$ cat src/hdl/mul_pkg.sv
// Shared widths, latency, operation encoding and request/response types for the multiply unit
`default_nettype none

package mul_pkg;

    // Operand and result width
    localparam int xlen = 32;

    // Request tag width, returned unchanged with the result
    localparam int tag_w = 4;

    // Number of delay stages between acceptance and the pipeline output
    localparam int mul_latency = 3;

    // RISC-V M multiply variants
    typedef enum logic [1:0] {
        op_mul    = 2'd0,
        op_mulh   = 2'd1,
        op_mulhsu = 2'd2,
        op_mulhu  = 2'd3
    } mul_op_e;

    // One multiply request, 70 bits
    typedef struct packed {
        logic [tag_w-1:0] tag;
        mul_op_e          op;
        logic [xlen-1:0]  a;
        logic [xlen-1:0]  b;
    } mul_req_t;

    // One multiply response, 36 bits
    typedef struct packed {
        logic [tag_w-1:0] tag;
        logic [xlen-1:0]  data;
    } mul_rsp_t;

endpackage

`default_nettype wire

$ cat src/hdl/shift_register.sv
// Enabled delay line of configurable depth; only the top resetw bits of each stage are reset
`timescale 1ns/10ps
`default_nettype none

module shift_register #(
    parameter int dataw  = 1,
    parameter int resetw = 0,
    parameter int depth  = 1
) (
    input  logic             clk,
    input  logic             reset,
    input  logic             enable,
    input  logic [dataw-1:0] data_in,
    output logic [dataw-1:0] data_out
);

    if (resetw > dataw) begin : g_bad_param
        $error("shift_register: resetw must not exceed dataw");
    end

    if (depth == 0) begin : g_passthru
        // No storage at all, the word goes straight through
        assign data_out = data_in;
    end else begin : g_shift
        if (resetw == dataw) begin : g_full_reset
            logic [depth-1:0][dataw-1:0] stage;

            always_ff @(posedge clk) begin
                if (reset) begin
                    stage <= '0;
                end else if (enable) begin
                    stage[0] <= data_in;
                    for (int i = 1; i < depth; i++) begin
                        stage[i] <= stage[i-1];
                    end
                end
            end

            assign data_out = stage[depth-1];
        end else if (resetw != 0) begin : g_partial_reset
            // Control bits sit on top and are cleared, the payload below them is not
            logic [depth-1:0][resetw-1:0]       ctrl;
            logic [depth-1:0][dataw-resetw-1:0] payload;

            always_ff @(posedge clk) begin
                if (reset) begin
                    ctrl <= '0;
                end else if (enable) begin
                    ctrl[0] <= data_in[dataw-1 -: resetw];
                    for (int i = 1; i < depth; i++) begin
                        ctrl[i] <= ctrl[i-1];
                    end
                end
            end

            always_ff @(posedge clk) begin
                if (enable) begin
                    payload[0] <= data_in[dataw-resetw-1:0];
                    for (int i = 1; i < depth; i++) begin
                        payload[i] <= payload[i-1];
                    end
                end
            end

            assign data_out = {ctrl[depth-1], payload[depth-1]};
        end else begin : g_no_reset
            logic [depth-1:0][dataw-1:0] stage;

            always_ff @(posedge clk) begin
                if (enable) begin
                    stage[0] <= data_in;
                    for (int i = 1; i < depth; i++) begin
                        stage[i] <= stage[i-1];
                    end
                end
            end

            assign data_out = stage[depth-1];
        end
    end

endmodule

`default_nettype wire

$ cat src/hdl/mul_pipe.sv
// Fixed-latency multiply pipeline that stalls as a whole when its output is back-pressured
`timescale 1ns/10ps
`default_nettype none

module mul_pipe (
    input  logic              clk,
    input  logic              reset,
    input  logic              req_valid,
    output logic              req_ready,
    input  mul_pkg::mul_req_t req,
    output logic              pipe_valid,
    input  logic              pipe_ready,
    output mul_pkg::mul_rsp_t pipe_rsp
);

    // Valid must stay the top field so that it lands in the reset part of the delay line
    typedef struct packed {
        logic                      valid;
        logic [mul_pkg::tag_w-1:0] tag;
        mul_pkg::mul_op_e          op;
        logic [2*mul_pkg::xlen-1:0] prod;
    } mul_stage_t;

    logic                              enable;
    logic                              a_signed;
    logic                              b_signed;
    logic signed [mul_pkg::xlen:0]     a_ext;
    logic signed [mul_pkg::xlen:0]     b_ext;
    logic signed [2*mul_pkg::xlen-1:0] product;
    mul_stage_t                        stage_in;
    mul_stage_t                        stage_out;

    // The whole pipe freezes only when a result is waiting and cannot leave
    assign enable    = !(pipe_valid && !pipe_ready);
    assign req_ready = enable;

    // mulh treats both operands as signed, mulhsu only a; mul and mulhu need no sign
    assign a_signed = (req.op == mul_pkg::op_mulh) || (req.op == mul_pkg::op_mulhsu);
    assign b_signed = (req.op == mul_pkg::op_mulh);

    assign a_ext = {a_signed & req.a[mul_pkg::xlen-1], req.a};
    assign b_ext = {b_signed & req.b[mul_pkg::xlen-1], req.b};

    // Both 33-bit operands are sign extended to 64 bits, the low 64 bits of the
    // product are exact for every operation
    assign product = (2*mul_pkg::xlen)'(a_ext) * (2*mul_pkg::xlen)'(b_ext);

    always_comb begin
        stage_in.valid = req_valid && req_ready;
        stage_in.tag   = req.tag;
        stage_in.op    = req.op;
        stage_in.prod  = product;
    end

    shift_register #(
        .dataw  ($bits(mul_stage_t)),
        .resetw (1),
        .depth  (mul_pkg::mul_latency)
    ) i_delay (
        .clk      (clk),
        .reset    (reset),
        .enable   (enable),
        .data_in  (stage_in),
        .data_out (stage_out)
    );

    assign pipe_valid   = stage_out.valid;
    assign pipe_rsp.tag = stage_out.tag;

    // Only mul returns the low half, the three high variants share the upper half
    always_comb begin
        if (stage_out.op == mul_pkg::op_mul) begin
            pipe_rsp.data = stage_out.prod[mul_pkg::xlen-1:0];
        end else begin
            pipe_rsp.data = stage_out.prod[2*mul_pkg::xlen-1:mul_pkg::xlen];
        end
    end

    // A stalled result must stay put until the buffer takes it
    a_rsp_hold: assert property (
        @(posedge clk) disable iff (reset)
        (pipe_valid && !pipe_ready) |=> (pipe_valid && $stable(pipe_rsp))
    ) else $error("mul_pipe: stalled response changed");

endmodule

`default_nettype wire

$ cat src/hdl/elastic_buffer.sv
// Two-entry FIFO between the multiply pipeline and the response port; in_ready is registered
`timescale 1ns/10ps
`default_nettype none

module elastic_buffer (
    input  logic              clk,
    input  logic              reset,
    input  logic              in_valid,
    output logic              in_ready,
    input  mul_pkg::mul_rsp_t in_data,
    output logic              out_valid,
    input  logic              out_ready,
    output mul_pkg::mul_rsp_t out_data
);

    mul_pkg::mul_rsp_t mem [2];
    logic              rd_ptr;
    logic              wr_ptr;
    logic [1:0]        count;
    logic [1:0]        count_next;
    logic              push;
    logic              pop;

    assign push = in_valid && in_ready;
    assign pop  = out_valid && out_ready;

    always_comb begin
        count_next = count;
        if (push && !pop) begin
            count_next = count + 2'd1;
        end else if (pop && !push) begin
            count_next = count - 2'd1;
        end
    end

    // Control state with reset
    always_ff @(posedge clk) begin
        if (reset) begin
            rd_ptr   <= 1'b0;
            wr_ptr   <= 1'b0;
            count    <= 2'd0;
            in_ready <= 1'b1;
        end else begin
            if (push) begin
                wr_ptr <= !wr_ptr;
            end
            if (pop) begin
                rd_ptr <= !rd_ptr;
            end
            count    <= count_next;
            // Ready comes from a flop so the upstream stall path stays short
            in_ready <= (count_next < 2'd2);
        end
    end

    always_ff @(posedge clk) begin
        if (push) begin
            mem[wr_ptr] <= in_data;
        end
    end

    assign out_valid = (count != 2'd0);
    assign out_data  = mem[rd_ptr];

    a_count_max: assert property (
        @(posedge clk) disable iff (reset)
        count <= 2'd2
    ) else $error("elastic_buffer: count above two");

    // The oldest entry is presented until it is taken
    a_out_hold: assert property (
        @(posedge clk) disable iff (reset)
        (out_valid && !out_ready) |=> (out_valid && $stable(out_data))
    ) else $error("elastic_buffer: out_data changed while stalled");

endmodule

`default_nettype wire

$ cat src/hdl/mul_unit.sv
// Top of the multiply unit: the multiply pipeline followed by a two-entry output buffer
`timescale 1ns/10ps
`default_nettype none

module mul_unit (
    input  logic              clk,
    input  logic              reset,
    input  logic              req_valid,
    output logic              req_ready,
    input  mul_pkg::mul_req_t req,
    output logic              rsp_valid,
    input  logic              rsp_ready,
    output mul_pkg::mul_rsp_t rsp
);

    // Link between the pipeline output and the buffer input
    logic              pipe_valid;
    logic              pipe_ready;
    mul_pkg::mul_rsp_t pipe_rsp;

    mul_pipe i_pipe (
        .clk        (clk),
        .reset      (reset),
        .req_valid  (req_valid),
        .req_ready  (req_ready),
        .req        (req),
        .pipe_valid (pipe_valid),
        .pipe_ready (pipe_ready),
        .pipe_rsp   (pipe_rsp)
    );

    elastic_buffer i_out_buf (
        .clk       (clk),
        .reset     (reset),
        .in_valid  (pipe_valid),
        .in_ready  (pipe_ready),
        .in_data   (pipe_rsp),
        .out_valid (rsp_valid),
        .out_ready (rsp_ready),
        .out_data  (rsp)
    );

endmodule

`default_nettype wire

$ cat config.mk
export PLATFORM = sky130hd
export DESIGN_NAME = mul_unit
export DESIGN_NICKNAME = d
export VERILOG_FILES = /design/src/hdl/mul_pkg.sv /design/src/hdl/shift_register.sv /design/src/hdl/mul_pipe.sv /design/src/hdl/elastic_buffer.sv /design/src/hdl/mul_unit.sv
export SDC_FILE = /design/constraint.sdc
export NUM_CORES = 2
export LEC_CHECK = 0
export BUFFER_PORTS_ARGS = -buffer_cell sky130_fd_sc_hd__buf_2
export CAP_MARGIN = 10
export CELL_PAD_IN_SITES_DETAIL_PLACEMENT = 0
export CELL_PAD_IN_SITES_GLOBAL_PLACEMENT = 1
export CORE_MARGIN = 2
export CORE_UTILIZATION = 40
export DETAILED_ROUTE_END_ITERATION = 10
export GPL_TIMING_DRIVEN = 0
export PLACE_DENSITY = 0.72
export SYNTH_ARGS = -nofsm -noshare
export SYNTH_HDL_FRONTEND = slang
export SYNTH_SLANG_ARGS = --single-unit
$ cat constraint.sdc
create_clock -name clk -period 21.4 [get_ports clk]
set_input_delay 4.28 -clock clk [delete_from_list [all_inputs] [get_ports clk]]
set_output_delay 4.28 -clock clk [all_outputs]
set_load 0.01 [all_outputs]
---- Word level (Yosys, flattened, before mapping) ----
Memory sizes are Yosys's and may differ from the RTL's. A register that Yosys moved wholly into a read port is not among the register bits.
Cells that the tools add are included.
operators by class
  add/sub/neg operators ................... 2
  multipliers ............................. 1
  order comparisons ....................... 1
  eq/ne operators ......................... 2
  multiplexer cells ....................... 7
  bitwise operators ....................... 2
  reductions and logical operators ........ 15
operator list
  cell                                                 count
  multiplier 33 x 33 -> 64 bit                         1
  2-to-1 mux 32 bit                                    1
  logical AND 1 bit                                    6
  logical NOT 1 bit                                    6
  2-to-1 mux 1 bit                                     4
  2-to-1 mux 2 bit                                     2
  adder 2 x 1 -> 2 bit, second input constant          1
  AND 1 bit                                            2
  equality test 2 x 1 -> 1 bit, second input constant  1
  equality test 2 bit, second input constant           1
  logical NOT 2 bit                                    1
  less-than comparator 2 bit, second input constant    1
  nonzero test 2 bit                                   1
  subtractor 2 x 1 -> 2 bit, second input constant     1
  logical OR 1 bit                                     1
word-level totals
  register bits ........................... 218
  memory bits (writable) .................. 72
  input bits .............................. 74
  logic and storage cells ................. 41
  memories kept ........................... 1
memories
  name           depth  bits a word  read ports  clocked after Yosys merged registers in  write ports  RTL line              source
  i_out_buf.mem  2      36           1           1                                        1            elastic_buffer.sv:16  mul_pkg::mul_rsp_t mem [2];

---- Logic depth before layout (Yosys ltp) ----
  depth after elaboration ................. 6
  depth in mapped cells ................... 32

---- Hierarchy ----
A second synthesis with hierarchy kept.
unflattened totals
  cell total of the unflattened synthesis .. 4647
  area total of the unflattened synthesis .. 47988.5 sq um
by module, submodules not included
  module          times used  cells an instance  area each (sq um)  sequential area each (sq um)
  mul_pipe        1           4213               38017.7            0.0
  shift_register  1           290                6940.4             6366.1
  elastic_buffer  1           144                3030.4             2282.2

---- Worst setup path before layout ----
No wires, ideal clock.
  path type ............................... input -> register
  start point ............................. input port req[65] (netlist bit)
  end point ............................... register i_pipe.i_delay.g_shift.g_partial_reset.payload[63] (netlist bit), data pin
  library setup time ...................... 260 ps
  data arrival time ....................... 11902 ps
  data required time ...................... 21140 ps
  slack ................................... 9238 ps
  cell stages on the path ................. 28
  buffers on the path ..................... 2
  cells stage by stage .................... inv_1 > ha_1 > nor2b_1 > clkbuf_1 > nand2_1 > inv_1 > fa_1 > fa_1 > fa_1 > inv_1 > fa_1 > inv_1 > fa_1 > fa_1 > inv_1 > fa_1 > fa_1 > inv_1 > ha_1 > clkbuf_1 > nand4_1 > inv_1 > a221o_1 > a41o_4 > a21oi_2 > o31ai_2 > a31oi_1 > xnor2_1
on the way
  longest elaborated chain between the ends .. 4
  elaborated cells on any way between the ends .. 6
ends and longest elaborated chain
  element                                                              RTL line                        source
  from (decl)                                                          mul_unit.sv:10                  input mul_pkg::mul_req_t req,
  equality test 2 x 1 -> 1 bit or equality test 2 bit (tied branches)  mul_pipe.sv:38, mul_pipe.sv:39
  logical OR 1 bit                                                     mul_pipe.sv:38                  assign a_signed = (req.op == mul_pkg::op_mulh) || (req.op == mul_pkg::op_mulhsu);
  AND 1 bit                                                            mul_pipe.sv:41                  assign a_ext = {a_signed & req.a[mul_pkg::xlen-1], req.a};
  multiplier 33 x 33 -> 64 bit (*)                                     mul_pipe.sv:46                  assign product = (2*mul_pkg::xlen)'(a_ext) * (2*mul_pkg::xlen)'(b_ext);
  via i_pipe.i_delay.data_in[63]                                       shift_register.sv:13            input logic [dataw-1:0] data_in,
  to (signal, indexed assignment)                                      shift_register.sv:60            payload[i] <= payload[i-1];
  to (decl)                                                            shift_register.sv:43            logic [depth-1:0][dataw-resetw-1:0] payload;
The timed path passes the listed nets; every way through them passes the cells marked *.
A chain may end at the register's enable or synchronous reset.

---- Worst setup path in the final report ----
  start point ............................. input port req[64] (netlist bit)
  end point ............................... register i_pipe.i_delay.g_shift.g_partial_reset.payload[63] (netlist bit), data pin
Same word-level chain as after synthesis.

==> impl_metrics.csv <==
group,metric,value,unit
status,outcome,"finished, final reports clean",
timing,finalHoldViolCount,0,
min_path,min_from,"i_pipe.i_delay.g_shift.g_partial_reset.payload[87]",
timing,tightestPinTransition,1.42,ns
clock_tree,cts_buffer_depth,3,
routing,avgViaCountPerCell,5.18,
min_path,min_path_cells,0,
logic_synthesis,synth_area_per_cell,10.3,um^2
setup_path,cp_common_cell,"fa_1",
logic_synthesis,synthSimpleGateAreaFrac,11.6,%
setup_path,end_kind,"flop",
logic_synthesis,synth_compound_gate_area_share,2.74,%
setup_path,r2r_slack,19.25,ns
logic_synthesis,synth_fp_nets,6046,
layout,regArea,0.00865,mm^2
floorplanning,coreArea,0.118,mm^2
routing,drt_iter0_drc,2972,
routing,vias,32804,
layout,drive_gt1_share,5.38,%
logic_synthesis,synth_top_family_by_area,"adder cells",
global_routing,grt_start_max_net_pins,138,
logic_synthesis,yosysSeqAreaShare,18.2,%
clock_tree,cts_resized,0,
placed_design,finalWeightedCongestion,0.988,
floorplanning,fp-row-count,126,
placed_design,dp.final_hpwl,138000,um
global_routing,overflow,0,
setup_path,path_class,"in -> reg",
global_routing,grt_pass1_wl,238000,um
floorplanning,die_w,349,um
logic_synthesis,synth_async_sr_flop_share,0,%
setup_path,regToRegEndpoint,"i_out_buf.mem[0][29]",
logic_synthesis,synth-edff-count,282,
logic_synthesis,ys.flop_type,"edfxtp_1",
placed_design,io_buffers,106,
clock_tree,clock_latency,0.53,ns
setup_path,arrival,14.56,ns
global_routing,grt_util_all_layers,27.6,%
clock_tree,cts_made_buffers,27,
layout,nets,6190,
routing,first_pass_iters,5,
logic_synthesis,yosys_warnings,0,
setup_path,crit_slowest_cell,"fa_1",
timing,hold-worst-slack,0.414,ns
clock_tree,post_cts_buffers,0,
timing,fmax,69.8,MHz
setup_path,required,21.63,ns
logic_synthesis,syn-cell-area,0.0476,mm^2
logic_synthesis,synth_xor_area_share,1.49,%
setup_path,worst-path-max-fanout,11,
layout,nFillCells,11572,
setup_path,r2r_cells,3,
setup_path,slowest_delay,1.28,ns
clock_tree,clkSinkCount,291,
setup_path,timing.rr.start,"i_pipe.i_delay.data_out[65]",
layout,design_area,0.0511,mm^2
min_path,min_path_type,"reg -> reg",
logic_synthesis,syn_inst,4631,
floorplanning,start_util,40.3,%
layout,area_delta_synth_final,7.31,%
routing,drc,0,
timing,finalCriticalPeriod,14.33,ns
timing,grt_setup_unrepaired,"no",
timing,period_share,66.9,%
floorplanning,die_y,349,um
clock_tree,clkTransAtPathRegs,0.06,ns
timing,finClkSkew,0.00935,ns
clock_tree,cts_htree_levels,1,
logic_synthesis,synth-seq-cells,291,
clock_tree,cts_root_buf,"clkbuf_16",
min_path,min_to,"i_pipe.i_delay.data_out[17]",
flow_run,max_cap_violations,0,
floorplanning,io-pin-count,112,
global_routing,antenna_found_initial,17,
timing,finalMaxSlewViolations,0,
timing,slew_headroom,5.55,%
timing,setup_tns,0,ns
floorplanning,dieArea,0.122,mm^2
setup_path,startpoint_type,"primary input",
clock_tree,cts_tree,"built",
logic_synthesis,synthMuxAreaShare,1.65,%
logic_synthesis,synth-adder-area-share,53.0,%
logic_synthesis,yosysUniqueCellTypes,72,
timing,setup_viol,0,
global_routing,grt_pass1_vias,34487,
placed_design,place_area,0.0502,mm^2
routing,ant_nets,0,
layout,multi_input_comb_area,0.0336,mm^2
routing,drt_wl_total,165000,um
clock_tree,cts_hold_buf,0,
routing,wl_per_cell,26.0,um
[cells in the mapped netlist, types with 9 or more instances]
cell | number | area share [%]
xor2_1 | 27 | 0.50
o21bai_1 | 11 | 0.17
xnor2_1 | 54 | 0.99
nor2_1 | 65 | 0.51
a21o_1 | 24 | 0.38
and2_1 | 280 | 3.7
nand3_1 | 12 | 0.13
ha_1 | 216 | 5.7
mux2_2 | 68 | 1.6
inv_1 | 1201 | 9.5
clkbuf_1 | 215 | 1.7
o21ai_0 | 31 | 0.33
nor3_1 | 9 | 0.095
and3_1 | 9 | 0.12
dfxtp_1 | 9 | 0.38
nand4_1 | 12 | 0.16
a21oi_1 | 64 | 0.67
edfxtp_1 | 282 | 18
nand2_1 | 817 | 6.4
fa_1 | 1125 | 47
[per-layer routing]
metal	GRT usage (%)	up-vias	share of wire (%)	wire, um
met1	36.9	17280	40	66100
met3	5.33	317	8.6	14200
met2	43.5	1462	45	74800
met4	12.5	8	5.7	9440
li1	-	13737	-	-
met5	0	-	0.032	53
[cells in the final DEF, fill, tap and decap left out, types with 8 or more instances in the layout]
master	instances
nand2_1	817
dfxtp_1	9
a21oi_1	64
xor2_1	27
and3_1	8
and2_1	280
fa_1	1125
a21o_1	24
o21bai_1	11
nand3_1	12
nor2_1	64
edfxtp_1	282
buf_2	106
ha_1	216
clkbuf_16	27
xnor2_1	54
nand4_1	12
clkbuf_1	219
mux2_2	68
inv_1	1200
nor3_1	9
o21ai_0	31
[logic make-up after synthesis]
group / after synthesis
simple gates: 1234
xor+xnor: 81
mux: 70
flops: 291
buf+inv: 1422
fa+ha+maj: 1341
compound gates: 192
[flip-flops by register name, summed over array words and instances, names as in the netlist, named ones only]
register and cells:
i_out_buf.count 2, i_out_buf.in_ready 1, i_out_buf.mem 72, i_out_buf.wr_ptr 1
i_pipe.i_delay.g_shift.g_partial_reset.ctrl 2, i_out_buf.rd_ptr 1, i_pipe.i_delay.g_shift.g_partial_reset.payload 140, i_pipe.i_delay.data_out 71
[stage by stage]
stage          setup slack (ns)  std cells  utilization [%]
2_1_floorplan              9.24       4631                -
3_3_place_gp               6.73       6273             42.4
3_5_place_dp               6.69       6280             42.5
4_1_cts                    7.25       6327             43.2
5_1_grt                    6.79       6330             43.2
6_report                   7.07       6332             43.2
[how the worst max path moves through the flow]
stage / from / end / slack [ns]
2_1_floorplan: req[65] / i_pipe.i_delay.g_shift.g_partial_reset.payload[63] / 9.24
3_3_place_gp: req[64] / i_pipe.i_delay.g_shift.g_partial_reset.payload[63] / 6.73
3_5_place_dp: req[64] / i_pipe.i_delay.g_shift.g_partial_reset.payload[63] / 6.69
4_1_cts: req[64] / i_pipe.i_delay.g_shift.g_partial_reset.payload[63] / 7.25
5_1_grt: req[65] / i_pipe.i_delay.g_shift.g_partial_reset.payload[63] / 6.79
6_report: req[64] / i_pipe.i_delay.g_shift.g_partial_reset.payload[63] / 7.07
[area by class of cell]
| type | instances | area share (%) |
|---|---|---|
| antenna | 3 | 0.0147 |
| clock buffer | 31 | 1.35 |
| timing repair buffer | 115 | 1.39 |
| multi-input combinational | 2918 | 65.7 |
| buffer | 221 | 1.73 |
| tap | 1536 | 3.76 |
| clock inverter | 16 | 0.262 |
| inverter | 1201 | 8.84 |
| sequential | 291 | 16.9 |
[critical path, delay by kind of cell]
| kind | cells | cell delay, ns |
|---|---|---|
| buffers and inverters | 9 | 2.30 |
| XOR/XNOR | 1 | 0.13 |
| AND/OR/NAND/NOR | 3 | 0.91 |
| adder cells (fa/ha/maj) | 10 | 5.72 |
| AO/OA/AOI/OAI | 5 | 1.19 |
Power is left out: the tool's default activity adds up to more than one toggle a clock period on the data nets, which glitch-free logic cannot reach.
